`src/mul_pkg.sv`:
```
package mul_pkg;

    // ********************
    // Widths
    // ********************
    localparam int XLEN     = 64;
    localparam int PROD_W   = 2 * XLEN;
    localparam int BASE_W   = 8;
    localparam int OPCODE_W = 5;

    // ********************
    // Opcodes
    // ********************
    // Low half of the product
    localparam logic [OPCODE_W-1:0] OP_MUL   = 5'b01100;
    // High half of the unsigned product
    localparam logic [OPCODE_W-1:0] OP_MULHU = 5'b01111;

    // Which part of the product goes out
    typedef enum logic [1:0] {
        SEL_LO,
        SEL_HI,
        SEL_ZERO
    } res_sel_t;

    typedef struct packed {
        logic [XLEN-1:0] hi;
        logic [XLEN-1:0] lo;
    } prod_halves_t;

    // Full product word, or its two halves
    typedef union packed {
        logic [PROD_W-1:0] whole;
        prod_halves_t      half;
    } product_u;

endpackage

```
`src/mul_if.sv`:
```
`timescale 1ns/100ps

// ********************
// Decode to execute
// ********************
interface op_if #(
    parameter int XLEN = mul_pkg::XLEN
) ();

    logic               valid;
    logic               ready;
    logic [XLEN-1:0]    a;
    logic [XLEN-1:0]    b;
    mul_pkg::res_sel_t  sel;

    modport src (
        output valid,
        output a,
        output b,
        output sel,
        input  ready
    );

    modport dst (
        input  valid,
        input  a,
        input  b,
        input  sel,
        output ready
    );

endinterface


```
`src/mul_decode.sv`:
```
`timescale 1ns/100ps

module mul_decode #(
    parameter int XLEN = mul_pkg::XLEN
) (
    input  logic                          clk,
    input  logic                          rst,
    input  logic                          in_valid,
    output logic                          in_ready,
    input  logic [mul_pkg::OPCODE_W-1:0]  in_opcode,
    input  logic [XLEN-1:0]               in_a,
    input  logic [XLEN-1:0]               in_b,
    op_if.src                             op
);

    mul_pkg::res_sel_t  sel_d;
    mul_pkg::res_sel_t  sel_q;
    logic               valid_q;
    logic [XLEN-1:0]    a_q;
    logic [XLEN-1:0]    b_q;

    // Opcode to result select, unknown opcodes give zero
    always_comb begin
        case (in_opcode)
            mul_pkg::OP_MUL:   sel_d = mul_pkg::SEL_LO;
            mul_pkg::OP_MULHU: sel_d = mul_pkg::SEL_HI;
            default:           sel_d = mul_pkg::SEL_ZERO;
        endcase
    end

    // Slot is free when empty or draining this cycle
    assign in_ready = !valid_q || op.ready;

    always_ff @(posedge clk) begin
        if (rst) begin
            valid_q <= 1'b0;
        end else if (in_ready) begin
            valid_q <= in_valid;
        end
    end

    always_ff @(posedge clk) begin
        if (in_valid && in_ready) begin
            a_q   <= in_a;
            b_q   <= in_b;
            sel_q <= sel_d;
        end
    end

    assign op.valid = valid_q;
    assign op.a     = a_q;
    assign op.b     = b_q;
    assign op.sel   = sel_q;

endmodule

```
`src/flat_wrapper.sv`:
```
// flat-port wrapper written by rule: the top's interface ports become plain ports
module mul_decode_flat 
#(
    parameter int XLEN = mul_pkg::XLEN
)
  (clk, rst, in_valid, in_ready, in_opcode, in_a, in_b, op_valid, op_a, op_b, op_sel, op_ready);
  op_if #(.XLEN(XLEN)) op_i ();
  input  logic clk;
  input  logic rst;
  input  logic in_valid;
  output logic in_ready;
  input  logic [mul_pkg::OPCODE_W-1:0] in_opcode;
  input  logic [XLEN-1:0] in_a;
  input  logic [XLEN-1:0] in_b;
  output wire logic [$bits(op_i.valid)-1:0] op_valid;
  output wire logic [$bits(op_i.a)-1:0] op_a;
  output wire logic [$bits(op_i.b)-1:0] op_b;
  output wire logic [$bits(op_i.sel)-1:0] op_sel;
  input wire logic [$bits(op_i.ready)-1:0] op_ready;
  assign op_valid = op_i.valid;
  assign op_a = op_i.a;
  assign op_b = op_i.b;
  assign op_sel = op_i.sel;
  assign op_i.ready = op_ready;
  mul_decode #(.XLEN(XLEN)) u_core (.clk(clk), .rst(rst), .in_valid(in_valid), .in_ready(in_ready), .in_opcode(in_opcode), .in_a(in_a), .in_b(in_b), .op(op_i));
endmodule
```
`config.mk`:
```
export PLATFORM = sky130hd
export DESIGN_NAME = mul_decode_flat
export DESIGN_NICKNAME = d
export VERILOG_FILES = /design/src/mul_pkg.sv /design/src/mul_if.sv /design/src/mul_decode.sv /design/src/flat_wrapper.sv
export SDC_FILE = /design/constraint.sdc
export NUM_CORES = 1
export LEC_CHECK = 0
export ABC_AREA = 1
export BUFFER_PORTS_ARGS = -buffer_cell sky130_fd_sc_hd__buf_2
export CAP_MARGIN = 20
export CELL_PAD_IN_SITES_DETAIL_PLACEMENT = 0
export CELL_PAD_IN_SITES_GLOBAL_PLACEMENT = 1
export CORE_ASPECT_RATIO = 2
export CORE_UTILIZATION = 32
export CTS_CLUSTER_DIAMETER = 100
export DETAILED_ROUTE_END_ITERATION = 8
export GPL_TIMING_DRIVEN = 0
export PLACE_DENSITY = 0.82
export SETUP_SLACK_MARGIN = 0.1
export SLEW_MARGIN = 15
export SYNTH_ARGS = -nofsm -noshare
export SYNTH_HDL_FRONTEND = slang
export SYNTH_SLANG_ARGS = --single-unit
```
`constraint.sdc`:
```
create_clock -name clk -period 9.6 [get_ports clk]
set_clock_uncertainty 0.05 [all_clocks]
set_input_delay 1.92 -clock clk [delete_from_list [all_inputs] [get_ports clk]]
set_output_delay 1.92 -clock clk [all_outputs]
set_load 0.02 [all_outputs]
```
==> results.py <==
metrics = {
    "cts": {
        "root_buffer": "clkbuf_16",
        "numCtsBuffers": 17,
        "cts_tree": "done",
        "cts.sinks": 131,
        "cts_max_level": 4,
        "post_cts_resized": 0,
        "cts_buffer_depth": 2,
        "path_clk_slew_ps": 60,
        "postCtsSetupBuffers": 0,
        "clock_latency_ps": 400,
        "holdBufCountCts": 0,
    },
    "logic_synthesis": {
        "synth.top_cell.area_share": 0.978,
        "synth_cell_types": 9,
        "syn_area_mm2": 0.00399,
        "synth_area_leader_cell": "edfxtp_1",
        "syn_area_per_cell_um2": 27.3,
        "ys_warn_count": 0,
        "synth_fp_nets": 283,
        "ys_ff_latch": 131,
        "synthTopCellsByArea": "edfxtp_1, dfxtp_1, nand2_1",
        "ys_seq_area_frac": 0.983,
        "syn_inst": 146,
    },
    "critical_path": {
        "reg2reg_slack_ps": 7790,
        "crit_end": "in_ready",
        "reg2reg_depth": 4,
        "r2r_end": "u_core.op.b[40]",
        "cp.arrival_ps": 2380,
        "cp-end-kind": "output port",
        "crit_path_max_fanout": 2,
        "startpoint_type": "input pin",
        "critPathKind": "in -> out",
        "worstPathRequired_ps": 7630,
        "timing.rr.start": "u_core.op.valid",
        "critPathLaunch": "op_ready",
    },
    "timing": {
        "timing.setup.tns_ps": 0,
        "hold_violations": 0,
        "max-slew-margin-rel": 0.663,
        "worst_slew_pin_slew_ps": 504,
        "setup_viol": 0,
        "rsz0062_at_grt": "no",
        "slew_violations": 0,
        "layout_min_cycle_time_ps": 4350,
        "period_share": 0.453,
        "whs_ps": 482,
        "timing.fmax_mhz": 230,
        "fin_ws_ps": 5250,
    },
    "power_and_ir_drop": {
        "p_per_area_mw_per_mm2": 240,
        "total_power_mw": 1.52,
        "vdd_ir_drop_max_mv": 0.126,
        "leakagePower_nw": 2.74,
    },
    "drt": {
        "via_per_inst": 4.26,
        "drc": 0,
        "wl_per_cell_um": 16.7,
        "dr.first_iter.drc_count": 129,
        "ant_nets": 0,
        "first_pass_iters": 4,
        "wl_um": 9960,
        "via_count": 2550,
    },
    "finish": {
        "post-route-util": 0.522,
        "drive_gt1_frac": 0.678,
        "area_delta_synth_final_pct": 58.5,
        "nets": 575,
        "fin_cells": 598,
        "design_area_mm2": 0.00633,
    },
    "job": {
        "drv_cap": 0,
    },
    "placed_design": {
        "gp_congestion": 0.778,
        "hpwl_um": 7740,
        "dp_cells": 566,
        "place_area_mm2": 0.00567,
        "place_ws_ps": 5250,
        "portBuffers": 268,
    },
    "grt": {
        "grt_usage": 0.156,
        "grt_max_degree": 31,
        "grt_overflow_total": 0,
        "use_met2": 0.257,
        "gr-usage-met3": 0.0531,
        "grt_pass1_vias": 2714,
        "grt-busiest-layer": "met2",
        "grt_antenna_before_repair": 1,
        "grt_pass1_wl_um": 14200,
        "use_met1": 0.159,
    },
    "die": {
        "placementRows": 57,
        "die_w_um": 81.0,
        "die_area_mm2": 0.0130,
        "coreArea_mm2": 0.0121,
        "start_util": 0.329,
        "die_height_um": 160,
        "io_pins": 269,
    },
    "hold_path": {
        "hold_depth": 2,
        "hp-class": "reg -> reg",
    },
    "run_status": {
        "status": "complete, no violations",
    },
}
-- flip-flops by register name (all words and copies together) (netlist names) --
signal	flops
u_core.op.valid	1
u_core.op.b	64
u_core.op.sel	2
u_core.op.a	64
-- worst max-delay path, cell delays in order --
cell,delay [ps]
buf_2,100
inv_1,130
nand2_2,80
buf_2,160
-- worst min path at each step --
stage	to	startpoint	slack, ps
6_report	u_core.op.valid	u_core.op.valid	480
5_1_grt	u_core.op.valid	u_core.op.valid	510
4_1_cts	u_core.op.valid	u_core.op.valid	480
3_5_place_dp	u_core.op.valid	u_core.op.valid	470
3_3_place_gp	u_core.op.valid	u_core.op.valid	420
2_1_floorplan	u_core.op.valid	u_core.op.valid	590
-- area by class of cell --
type                    instances  area (um^2)
diodes                          1         2.50
clock buffers                  18          429
clock inverters                13          231
fillers                      1043         5790
inverters                       4         15.0
multi-input cells              11         65.1
flip-flops and latches        131         3920
well taps                     147          184
repair buffers                273         1480
-- logic make-up after synthesis --
logic type,Yosys count,share of synthesized area
and+or+nand+nor,9,0.0100
AOI/OAI and AO/OA,2,0.00345
DFF,131,0.983
buffers and inverters,4,0.00376
-- layout by cell type, fill, tap and decap left out, types with 2 or more instances in the layout --
cell type    n
nand2_1      5
buf_2      268
bufinv_16    6
buf_16       5
clkbuf_16   17
clkinv_4     2
nor2_1       2
inv_1        4
inv_6        2
edfxtp_1   130
-- routing by layer --
metal / vias up / wire length (um)
li1: 1167 / -
met1: 1200 / 3580
met2: 158 / 5250
met3: 25 / 767
met4: 0 / 360
met5: - / 0
-- Yosys cell counts (all sizes together) --
master and count:
inv 4, edfxtp 130, a21oi 2, nand2 6
nand3b 1, dfxtp 1, nor2 2
-- power by group --
group          leakage (nW)  switching (mW)  internal, mW  total (mW)
Clock                 0.318           0.231         0.487       0.718
Sequential             1.26         0.00811         0.669       0.677
Combinational          1.16          0.0788        0.0481       0.127
Power figures use the tool's default switching activity.
