### config.mk
export PLATFORM = sky130hd
export DESIGN_NAME = mul_result_flat
export DESIGN_NICKNAME = d
export VERILOG_FILES = /design/src/mul_pkg.sv /design/src/mul_if.sv /design/src/mul_result.sv /design/src/flat_wrapper.sv
export SDC_FILE = /design/constraint.sdc
export NUM_CORES = 1
export LEC_CHECK = 0
export BUFFER_PORTS_ARGS = -buffer_cell sky130_fd_sc_hd__clkbuf_2
export CORE_UTILIZATION = 45
export CTS_BUF_LIST = sky130_fd_sc_hd__clkbuf_4 sky130_fd_sc_hd__clkbuf_8 sky130_fd_sc_hd__clkbuf_16
export CTS_CLUSTER_DIAMETER = 150
export DETAILED_ROUTE_END_ITERATION = 6
export PLACE_DENSITY = 0.93
export SLEW_MARGIN = 20
export SYNTH_ARGS = -nofsm -noshare
export SYNTH_HDL_FRONTEND = slang
export SYNTH_SLANG_ARGS = --single-unit
### constraint.sdc
create_clock -name clk -period 3.5 [get_ports clk]
set_input_delay 0.525 -clock clk [delete_from_list [all_inputs] [get_ports clk]]
set_output_delay 0.525 -clock clk [all_outputs]
set_load 0.03 [all_outputs]
### src/mul_pkg.sv
package mul_pkg;

    // ********************
    // Widths
    // ********************
    localparam int XLEN     = 64;
    localparam int PROD_W   = 2 * XLEN;
    localparam int BASE_W   = 8;
    localparam int OPCODE_W = 5;

    // ********************
    // Opcodes
    // ********************
    // Low half of the product
    localparam logic [OPCODE_W-1:0] OP_MUL   = 5'b01100;
    // High half of the unsigned product
    localparam logic [OPCODE_W-1:0] OP_MULHU = 5'b01111;

    // Which part of the product goes out
    typedef enum logic [1:0] {
        SEL_LO,
        SEL_HI,
        SEL_ZERO
    } res_sel_t;

    typedef struct packed {
        logic [XLEN-1:0] hi;
        logic [XLEN-1:0] lo;
    } prod_halves_t;

    // Full product word, or its two halves
    typedef union packed {
        logic [PROD_W-1:0] whole;
        prod_halves_t      half;
    } product_u;

endpackage

### src/mul_if.sv


// ********************
// Execute to result
// ********************
interface prod_if ();

    logic               valid;
    logic               ready;
    mul_pkg::product_u  prod;
    mul_pkg::res_sel_t  sel;

    modport src (
        output valid,
        output prod,
        output sel,
        input  ready
    );

    modport dst (
        input  valid,
        input  prod,
        input  sel,
        output ready
    );

endinterface

### src/mul_result.sv
`timescale 1ns/100ps

module mul_result #(
    parameter int XLEN = mul_pkg::XLEN
) (
    input  logic             clk,
    input  logic             rst,
    prod_if.dst              prod,
    output logic             out_valid,
    input  logic             out_ready,
    output logic [XLEN-1:0]  out_result
);

    logic [XLEN-1:0]  pick;
    logic             valid_q;
    logic [XLEN-1:0]  result_q;

    // Same product word, read as one half or the other
    always_comb begin
        case (prod.sel)
            mul_pkg::SEL_LO: pick = prod.prod.half.lo;
            mul_pkg::SEL_HI: pick = prod.prod.half.hi;
            default:         pick = '0;
        endcase
    end

    // Holds while the consumer stalls
    assign prod.ready = !valid_q || out_ready;

    always_ff @(posedge clk) begin
        if (rst) begin
            valid_q <= 1'b0;
        end else if (prod.ready) begin
            valid_q <= prod.valid;
        end
    end

    always_ff @(posedge clk) begin
        if (prod.valid && prod.ready) begin
            result_q <= pick;
        end
    end

    assign out_valid  = valid_q;
    assign out_result = result_q;

endmodule

### src/flat_wrapper.sv
// flat-port wrapper written by rule: the top's interface ports become plain ports
module mul_result_flat 
#(
    parameter int XLEN = mul_pkg::XLEN
)
  (clk, rst, out_valid, out_ready, out_result, prod_valid, prod_prod, prod_sel, prod_ready);
  prod_if prod_i ();
  input  logic clk;
  input  logic rst;
  output logic out_valid;
  input  logic out_ready;
  output logic [XLEN-1:0] out_result;
  input wire logic [$bits(prod_i.valid)-1:0] prod_valid;
  input wire logic [$bits(prod_i.prod)-1:0] prod_prod;
  input wire logic [$bits(prod_i.sel)-1:0] prod_sel;
  output wire logic [$bits(prod_i.ready)-1:0] prod_ready;
  assign prod_i.valid = prod_valid;
  assign prod_i.prod = prod_prod;
  assign prod_i.sel = prod_sel;
  assign prod_ready = prod_i.ready;
  mul_result #(.XLEN(XLEN)) u_core (.clk(clk), .rst(rst), .prod(prod_i), .out_valid(out_valid), .out_ready(out_ready), .out_result(out_result));
endmodule
==> flow_summary.json, run 1 <==
{
  "min_from": "rst",
  "r2r_slack_ns": 1.77,
  "syn2layout_area_growth_pct": 39.4,
  "ys_types": 12,
  "required_ns": 3.52,
  "final_nets": 542,
  "grt_max_degree": 65,
  "max_clock_freq_mhz": 579,
  "portBuffers": 199,
  "hold_end": "u_core.out_valid$_SDFFE_PP0P_",
  "seq_area_frac_synth_pct": 65.2,
  "timing.final.crit_share_pct": 49.4,
  "ctsResizeCount": 0,
  "whs_path_depth": 2,
  "final_antenna_net_count": 0,
  "core-area_um2": 6390,
  "worstSetupEndpointType": "flip-flop",
  "ctsRootBufferMaster": "clkbuf_8",
  "crit_path_start_kind": "flip-flop",
  "die_x_um": 83.4,
  "setup_viol": 0,
  "worst-r2r-cell-count": 3,
  "powerDensity_nw_per_um2": 460,
  "yosys_warnings": 0,
  "synth_nets": 345,
  "antenna_found_initial": 0,
  "power_uw": 1910,
  "status": "complete, no violations",
  "worstHoldPathType": "in -> reg",
  "cts_tree": "yes",
  "setup_tns_ns": 0,
  "gp_congestion": 0.706,
  "routed_wl_um": 6970,
  "drive_above_1_share_pct": 52.3,
  "criticalPathCategory": "reg -> reg",
  "post_dp_cell_area_um2": 3960,
  "clock-sinks": 65,
  "dp_cells": 474,
  "cts-hold-fix-buffers": 0,
  "slew_violations": 0,
  "vias": 2348,
  "syn_avg_cell_area_um2": 14.1,
  "reg2reg_to": "u_core.out_result[41]$_DFFE_PP_",
  "cts_buffers": 9,
  "post_cts_buffers": 0,
  "first_iter_violations": 61,
  "cp.arrival_ns": 1.74,
  "cts_max_path_buffers": 2,
  "finalHoldViolCount": 0,
  "grt_use_total_pct": 20.8,
  "stdcell_count": 490,
  "grt_pass1_wl_um": 11000,
  "dr.pass1.iters": 4,
  "grt_pass1_vias": 2412,
  "n_antenna_cell": 0,
  "die_area_um2": 6950,
  "vdd_drop_max_v": 0.000299,
  "synth_seq_cells": 65,
  "p_leak_uw": 0.00211,
  "rows": 29,
  "start_util_pct": 46.6,
  "fp.dieH_um": 83.4,
  "grt_overflow_total": 0,
  "clkTransAtPathRegs_ns": 0.06,
  "rsz0062_at_grt": "false",
  "timing.rr.start": "u_core.out_valid$_SDFFE_PP0P_",
  "clk_latency_ns": 0.32,
  "cts-htree-levels": 3,
  "maxCapViolations": 0,
  "routedWlPerCell_um": 14.2,
  "max_slew_margin_pct": 30.6,
  "worst_pin_slew_ns": 1.04,
  "syn_area_um2": 2980,
  "drc_errors": 0,
  "synth_cells": 211,
  "path_max_fanout": 33,
  "routed_via_density": 4.79,
  "clock_skew_ns": 0.00669,
  "fin_crit_ns": 1.73,
  "io_pins": 200,
  "final_cell_area_um2": 4150
}
kinds of logic (layout without fill, tap and decap cells):
| group | count (synthesis) | after routing | synth area share, % |
|---|---|---|---|
| simple gates | 66 | 66 | 8.48 |
| flops | 65 | 65 | 65.2 |
| compound gates | 1 | 1 | 0.168 |
| buf+inv | 15 | 217 | 4.66 |
| mux | 64 | 64 | 21.5 |
state kept, by name, indices dropped and copies added, names as in the netlist:
signal,flops
u_core.out_result,64
u_core.out_valid,1
where the power goes:
group	switching [uW]	internal, uW
Clock	264	349
Sequential	15.1	922
Combinational	225	135
Total	504	1410
area by class of cell:
class                           count  area, um2
Clock buffer                       12        146
Fill cell                         524       2230
Inverter                            1       3.75
Timing Repair Buffer              200       1020
Multi-Input combinational cell    131        900
Tap cell                           77       96.3
Clock inverter                      4       43.8
Sequential cell                    65       1940
Yosys cell counts, drive strengths merged:
master / n / area, um2
edfxtp: 64 / 1920
dfxtp: 1 / 20.0
mux2i: 64 / 641
nand2b: 1 / 6.26
and2: 1 / 6.26
clkbuf: 1 / 3.75
inv: 1 / 3.75
nor2: 64 / 240
buf: 13 / 131
a21oi: 1 / 5.00
worst max-delay path: stages, from the launching register on:
cell and delay (ns):
dfxtp_1 0.32, nand2b_1 0.10, and2_2 0.68, buf_12 0.29
how the worst max path moves through the flow:
stage / start / to / slack [ns] / cells past startpoint
after floorplan: out_ready / u_core.out_result[0]$_DFFE_PP_ / 0.66 / 2
after global placement: prod_sel[0] / u_core.out_result[63]$_DFFE_PP_ / 1.47 / 3
after detailed placement: out_ready / u_core.out_result[39]$_DFFE_PP_ / 1.44 / 4
after CTS: u_core.out_valid$_SDFFE_PP0P_ / u_core.out_result[26]$_DFFE_PP_ / 1.76 / 3
after global routing: u_core.out_valid$_SDFFE_PP0P_ / u_core.out_result[28]$_DFFE_PP_ / 1.67 / 3
final: u_core.out_valid$_SDFFE_PP0P_ / u_core.out_result[41]$_DFFE_PP_ / 1.77 / 3
layer usage:
layer / up-vias / part of all wire, % / global-route usage [%]
met5: - / 0 / 0
met4: 0 / 1.9 / 10.3
met3: 11 / 7.9 / 6.96
met2: 122 / 53 / 37.4
met1: 1067 / 37 / 21.6
li1: 1148 / - / -
placed cells by master (no fill, tap or decap), drive strengths merged:
master,instances
mux2i,64
dfxtp,1
a21oi,1
nand2b,1
and2,1
edfxtp,64
buf,2
clkinv,3
inv,1
bufinv,1
nor2,64
clkbuf,210
metrics by stage:
stage | hold slack [ns] | util (%) | setup slack (ns)
3_3_place_gp | 0.500 | 62.0 | 1.47
5_1_grt | 0.336 | 65.0 | 1.67
4_1_cts | 0.340 | 65.0 | 1.76
6_report | 0.359 | 65.0 | 1.77
3_5_place_dp | 0.527 | 62.0 | 1.44
2_1_floorplan | 0.594 | - | 0.657
No activity file was read; power rests on OpenSTA's default activity.
==> inputs of run 2 (changes only) <==
--- a/config.mk
+++ b/config.mk
@@ -6,11 +6,11 @@
 export NUM_CORES = 1
 export LEC_CHECK = 0
 export BUFFER_PORTS_ARGS = -buffer_cell sky130_fd_sc_hd__clkbuf_2
-export CORE_UTILIZATION = 45
+export CORE_UTILIZATION = 38
 export CTS_BUF_LIST = sky130_fd_sc_hd__clkbuf_4 sky130_fd_sc_hd__clkbuf_8 sky130_fd_sc_hd__clkbuf_16
 export CTS_CLUSTER_DIAMETER = 150
 export DETAILED_ROUTE_END_ITERATION = 6
-export PLACE_DENSITY = 0.93
+export PLACE_DENSITY = 0.84
 export SLEW_MARGIN = 20
 export SYNTH_ARGS = -nofsm -noshare
 export SYNTH_HDL_FRONTEND = slang
==> constraint.sdc (replaced) <==
create_clock -name clk -period 1.56 [get_ports clk]
set_input_delay 0.234 -clock clk [delete_from_list [all_inputs] [get_ports clk]]
set_output_delay 0.234 -clock clk [all_outputs]
set_load 0.03 [all_outputs]
==> run 2 against run 1 <==
Critical path depth did not move. Register-to-register slack got worse by 1.4 ns. Count of clock-buffer cells in the layout shrank 2.
==> flow_summary.json, run 2 (synthesized netlist as in run 1, its figures left out) <==
{
  "clk_latency_ns": 0.33,
  "largest_reg_flops": 64,
  "min_from": "rst",
  "crit_family": "flip-flops",
  "routedWlPerCell_um": 13.1,
  "critPathSlowestCell": "dfxtp_1",
  "slew_violations": 0,
  "criticalPathCategory": "reg -> reg",
  "multiInputGateArea_um2": 908,
  "grt_max_degree": 65,
  "powerDensity_nw_per_um2": 999,
  "grt_pass1_wl_um": 10600,
  "die_x_um": 90.5,
  "rsz0062_at_grt": "false",
  "maxCapViolations": 0,
  "reg2reg_to": "u_core.out_result[8]$_DFFE_PP_",
  "cp.depth": 3,
  "core-area_um2": 7410,
  "syn2layout_area_growth_pct": 42.2,
  "timing.final.crit_share_pct": 77.2,
  "whs_path_depth": 2,
  "vdd_drop_max_v": 0.000475,
  "worst-r2r-cell-count": 3,
  "r2r_slack_ns": 0.36,
  "ff_latch_area_um2": 1940,
  "ctsRootBufferMaster": "clkbuf_8",
  "cp.arrival_ns": 1.20,
  "antenna_found_initial": 0,
  "fp.dieH_um": 90.5,
  "timing.rr.start": "u_core.out_valid$_SDFFE_PP0P_",
  "finalHoldViolCount": 0,
  "drive_above_1_share_pct": 52.5,
  "mostFrequentLayoutCells": "clkbuf_2 (198), mux2i_1 (64), nor2_1 (64), edfxtp_1 (64), clkbuf_8 (9)",
  "path_max_fanout": 64,
  "portBuffers": 199,
  "post_cts_buffers": 0,
  "cts_buffers": 9,
  "crit_path_max_incr_delay_ns": 0.33,
  "n_antenna_cell": 0,
  "cts-htree-levels": 3,
  "start_util_pct": 40.2,
  "p_leak_uw": 0.00213,
  "max_slew_margin_pct": 77.9,
  "dr.pass1.iters": 4,
  "fin_hold_ws_ns": 0.0715,
  "clock-sinks": 65,
  "clock_skew_ns": 0.00651,
  "crit_chain": "nand2b_4, and2_4, buf_12",
  "required_ns": 1.56,
  "io_pins": 200,
  "crit_end": "u_core.out_result[8]$_DFFE_PP_",
  "gp_congestion": 0.705,
  "cp_num_buf_inv": 1,
  "worstHoldPathType": "in -> reg",
  "fin_crit_ns": 1.20,
  "worstSetupEndpointType": "flip-flop",
  "layout_commonest_cell": "clkbuf_2",
  "ctsResizeCount": 0,
  "setup_viol": 0,
  "crit_start": "u_core.out_valid$_SDFFE_PP0P_",
  "nFillCells": 651,
  "setup_tns_ns": 0,
  "cts-hold-fix-buffers": 0,
  "final_antenna_net_count": 0,
  "crit_path_start_kind": "flip-flop",
  "vias": 2354,
  "first_iter_violations": 69,
  "max_clock_freq_mhz": 831,
  "die_area_um2": 8200,
  "rows": 31,
  "grt_overflow_total": 0,
  "grt_pass1_vias": 2413,
  "grt_use_total_pct": 16.8,
  "worst_pin_slew_ns": 0.331,
  "cts_tree": "yes",
  "final_nets": 545,
  "routed_via_density": 4.58,
  "drc_errors": 0,
  "clkTransAtPathRegs_ns": 0.06,
  "hpwl_um": 5080,
  "cts_max_path_buffers": 2,
  "routed_wl_um": 6740,
  "status": "complete, no violations"
}
## run 2: power by group
group / internal (uW) / switching (uW) / total [uW]
Clock: 730 / 576 / 1310
Combinational: 317 / 505 / 822
Sequential: 2070 / 34.6 / 2100
## run 2: worst min path at each step
stage / endpoint / slack [ns]
6_report: u_core.out_valid$_SDFFE_PP0P_ / 0.07
5_1_grt: u_core.out_valid$_SDFFE_PP0P_ / 0.04
4_1_cts: u_core.out_valid$_SDFFE_PP0P_ / 0.05
3_5_place_dp: u_core.out_valid$_SDFFE_PP0P_ / 0.41
3_3_place_gp: u_core.out_valid$_SDFFE_PP0P_ / 0.41
2_1_floorplan: u_core.out_valid$_SDFFE_PP0P_ / 0.30
## run 2: through the flow
stage | area (um2) | utilization, % | total power, uW | cells | setup WS (ns)
finish | 4240 | 57.2 | 4230 | 514 | 0.356
global route | 4240 | 57.2 | 4430 | 514 | 0.300
CTS | 4240 | 57.2 | 4300 | 514 | 0.351
detailed placement | 4060 | 54.8 | 2970 | 499 | 0.331
global placement | 4060 | 54.8 | 2950 | 499 | 0.333
floorplan | 2990 | - | 2650 | 211 | 0.0214
## run 2: layout make-up
cell class	count	share of cell area (%)
sequential	65	45.8
timing repair buffer	203	25.5
multi-input combinational	131	21.4
clock buffer	10	3.10
tap	99	2.92
clock inverter	5	1.12
inverter	1	0.0886
## run 2: layer usage
layer / GRT usage [%] / part of all wire (%) / vias up
met5: 0 / 0 / -
li1: - / - / 1159
met4: 5.65 / 0.95 / 0
met3: 6.65 / 8.8 / 6
met2: 31.0 / 52 / 132
met1: 17.0 / 38 / 1057
## run 2: worst reg2reg max path, stage by stage, from the launching register on
cell and delay [ns]:
dfxtp_1 0.33, nand2b_4 0.08, and2_4 0.14, buf_12 0.30
==> inputs of run 3 (changes only) <==
--- a/config.mk
+++ b/config.mk
@@ -6,11 +6,11 @@
 export NUM_CORES = 1
 export LEC_CHECK = 0
 export BUFFER_PORTS_ARGS = -buffer_cell sky130_fd_sc_hd__clkbuf_2
-export CORE_UTILIZATION = 38
+export CORE_UTILIZATION = 42
 export CTS_BUF_LIST = sky130_fd_sc_hd__clkbuf_4 sky130_fd_sc_hd__clkbuf_8 sky130_fd_sc_hd__clkbuf_16
 export CTS_CLUSTER_DIAMETER = 150
 export DETAILED_ROUTE_END_ITERATION = 6
-export PLACE_DENSITY = 0.84
+export PLACE_DENSITY = 0.88
 export SLEW_MARGIN = 20
 export SYNTH_ARGS = -nofsm -noshare
 export SYNTH_HDL_FRONTEND = slang
==> constraint.sdc (replaced) <==
create_clock -name clk -period 1.15 [get_ports clk]
set_input_delay 0.1725 -clock clk [delete_from_list [all_inputs] [get_ports clk]]
set_output_delay 0.1725 -clock clk [all_outputs]
set_load 0.03 [all_outputs]
==> run 3 against run 2 <==
Critical path depth unchanged. Clock skew increased by 0.0028 ns. Count of clock-buffer cells in the layout increased by 1. Global-route usage increased by 0.93 points. Non-clock buffer count increased by 4. Combinational power increased by 39%. Die area decreased by 9.3%. Sequential power increased by 36%. Final area increased by 0.77%. Critical path type unchanged. Critical endpoint is now u_core.out_result[16]$_DFFE_PP_.
==> flow_summary.json, run 3 (synthesized netlist as in run 1, its figures left out) <==
{
  "status": "complete, no violations",
  "post_dp_cell_area_um2": 4090,
  "worst-r2r-cell-count": 3,
  "grt_overflow_total": 0,
  "timing.rr.start": "u_core.out_valid$_SDFFE_PP0P_",
  "final_nets": 549,
  "crit_family": "flip-flops",
  "hold_end": "u_core.out_valid$_SDFFE_PP0P_",
  "io_pins": 200,
  "dr.pass1.iters": 4,
  "rows": 30,
  "final_antenna_net_count": 0,
  "crit_start": "u_core.out_valid$_SDFFE_PP0P_",
  "start_util_pct": 43.6,
  "grt_pass1_vias": 2221,
  "cp.arrival_ns": 1.14,
  "n_antenna_cell": 0,
  "fp.dieH_um": 86.2,
  "die_x_um": 86.2,
  "power_switching_share_pct": 27.5,
  "cts_max_path_buffers": 2,
  "final_util_pct": 62.5,
  "core-area_um2": 6830,
  "power_uw": 5600,
  "worst_pin_slew_ns": 0.283,
  "max_clock_freq_mhz": 893,
  "finalHoldViolCount": 0,
  "critPathSlowestCell": "dfxtp_4",
  "vias": 2387,
  "r2r_slack_ns": 0.03,
  "drive_above_1_share_pct": 53.1,
  "maxCapViolations": 0,
  "layout_commonest_cell": "clkbuf_2",
  "crit_path_start_kind": "flip-flop",
  "clock_skew_ns": 0.00935,
  "crit_path_max_incr_delay_ns": 0.35,
  "first_iter_violations": 55,
  "path_max_fanout": 33,
  "antenna_found_initial": 0,
  "syn2layout_area_growth_pct": 43.3,
  "criticalPathCategory": "reg -> reg",
  "p_leak_uw": 0.00215,
  "post_cts_buffers": 0,
  "rsz0062_at_grt": "true",
  "routedWlPerCell_um": 13.0,
  "clock-sinks": 65,
  "cp.depth": 3,
  "p_int_uw": 4060,
  "setup_tns_ns": 0,
  "max_slew_margin_pct": 81.1,
  "clockPowerShare_pct": 28.7,
  "required_ns": 1.17,
  "cts_buffers": 9,
  "drc_errors": 0,
  "cts_tree": "yes",
  "fin_crit_ns": 1.12,
  "gp_congestion": 0.798,
  "ctsRootBufferMaster": "clkbuf_8",
  "slew_violations": 0,
  "routed_via_density": 4.63,
  "die_area_um2": 7430,
  "timing.final.crit_share_pct": 97.4,
  "worstHoldPathType": "in -> reg",
  "grt_pass1_wl_um": 9750,
  "crit_chain": "nand2b_4, and2_4, buf_12",
  "mostFrequentLayoutCells": "clkbuf_2 (197), mux2i_1 (64), nor2_1 (64), edfxtp_1 (64), clkbuf_8 (9)",
  "p_comb_share_pct": 20.3,
  "cp_num_buf_inv": 1,
  "routed_wl_um": 6700,
  "worstSetupEndpointType": "flip-flop",
  "clk_latency_ns": 0.33,
  "min_from": "prod_valid",
  "setup_viol": 0,
  "reg2reg_to": "u_core.out_result[16]$_DFFE_PP_",
  "whs_path_depth": 3,
  "largest_reg_flops": 64,
  "vdd_drop_max_v": 0.000713,
  "grt_use_total_pct": 17.7,
  "power_frac_seq_pct": 50.9,
  "grt_max_degree": 65,
  "power_switching_uw": 1540,
  "hpwl_um": 5040,
  "powerDensity_nw_per_um2": 1310,
  "clkTransAtPathRegs_ns": 0.07,
  "portBuffers": 199,
  "cts-htree-levels": 3,
  "final_cell_area_um2": 4270
}
-- run 3: cell types whose count changed in the layout (fill, tap and decap cells not counted), sizes merged --
cell	change
clkinvlp	+1
dlygate4sd3	+1
bufinv	-1
buf	+4
-- run 3: layout make-up --
| type | count | area (um2) |
|---|---|---|
| Inverter | 1 | 3.75 |
| Timing Repair Buffer | 207 | 1130 |
| Tap cell | 96 | 120 |
| Clock buffer | 11 | 139 |
| Sequential cell | 65 | 1950 |
| Multi-Input combinational cell | 131 | 908 |
| Fill cell | 584 | 2560 |
| Clock inverter | 5 | 25.0 |
-- run 3: how the worst max path moves through the flow --
stage	end	slack [ns]
6_report	u_core.out_result[16]$_DFFE_PP_	0.03
5_1_grt	u_core.out_result[0]$_DFFE_PP_	-0.008
4_1_cts	prod_ready	0.0007
3_5_place_dp	u_core.out_result[24]$_DFFE_PP_	0.04
3_3_place_gp	u_core.out_result[15]$_DFFE_PP_	0.07
2_1_floorplan	u_core.out_result[0]$_DFFE_PP_	-0.30
-- run 3: per-stage QoR --
| stage | setup WS (ns) | hold slack (ns) | std cells |
|---|---|---|---|
| 2_1_floorplan | -0.297 | 0.232 | 211 |
| 4_1_cts | 0.000667 | 0.0590 | 516 |
| 5_1_grt | -0.00795 | 0.0669 | 516 |
| 6_report | 0.0296 | 0.0722 | 516 |
| 3_5_place_dp | 0.0390 | 0.323 | 499 |
| 3_3_place_gp | 0.0746 | 0.321 | 499 |
-- run 3: repair_timing --
item / in CTS / in global routing
hold buffers: 1 / 0
hold endpoints to repair: 1 / 0
endpoints found under the setup margin: 0 / 38
gates resized for setup: 0 / 3
-- run 3: metal layers --
layer / share of wire [%] / up-vias / GRT usage [%]
met5: 0 / - / 0
met4: 2.2 / 0 / 9.55
met3: 8.5 / 15 / 5.52
met2: 52 / 128 / 31.5
met1: 38 / 1079 / 18.7
li1: - / 1165 / -
-- run 3: worst register-to-register path, delay by kind of cell (launching register included) --
kind	cells	cell delay (ns)
AND/OR/NAND/NOR	2	0.24
flip-flops	1	0.35
buffers and inverters	1	0.21
-- run 3: power by group through the flow --
| stage | Clock (uW) | Sequential, uW | Combinational [uW] |
|---|---|---|---|
| 2_1_floorplan | 0 | 3240 | 355 |
| 3_3_place_gp | 0 | 2900 | 1110 |
| 3_5_place_dp | 0 | 2900 | 1140 |
| 4_1_cts | 1670 | 2850 | 1150 |
| 5_1_grt | 1800 | 2860 | 1220 |
| 6_report | 1610 | 2850 | 1140 |
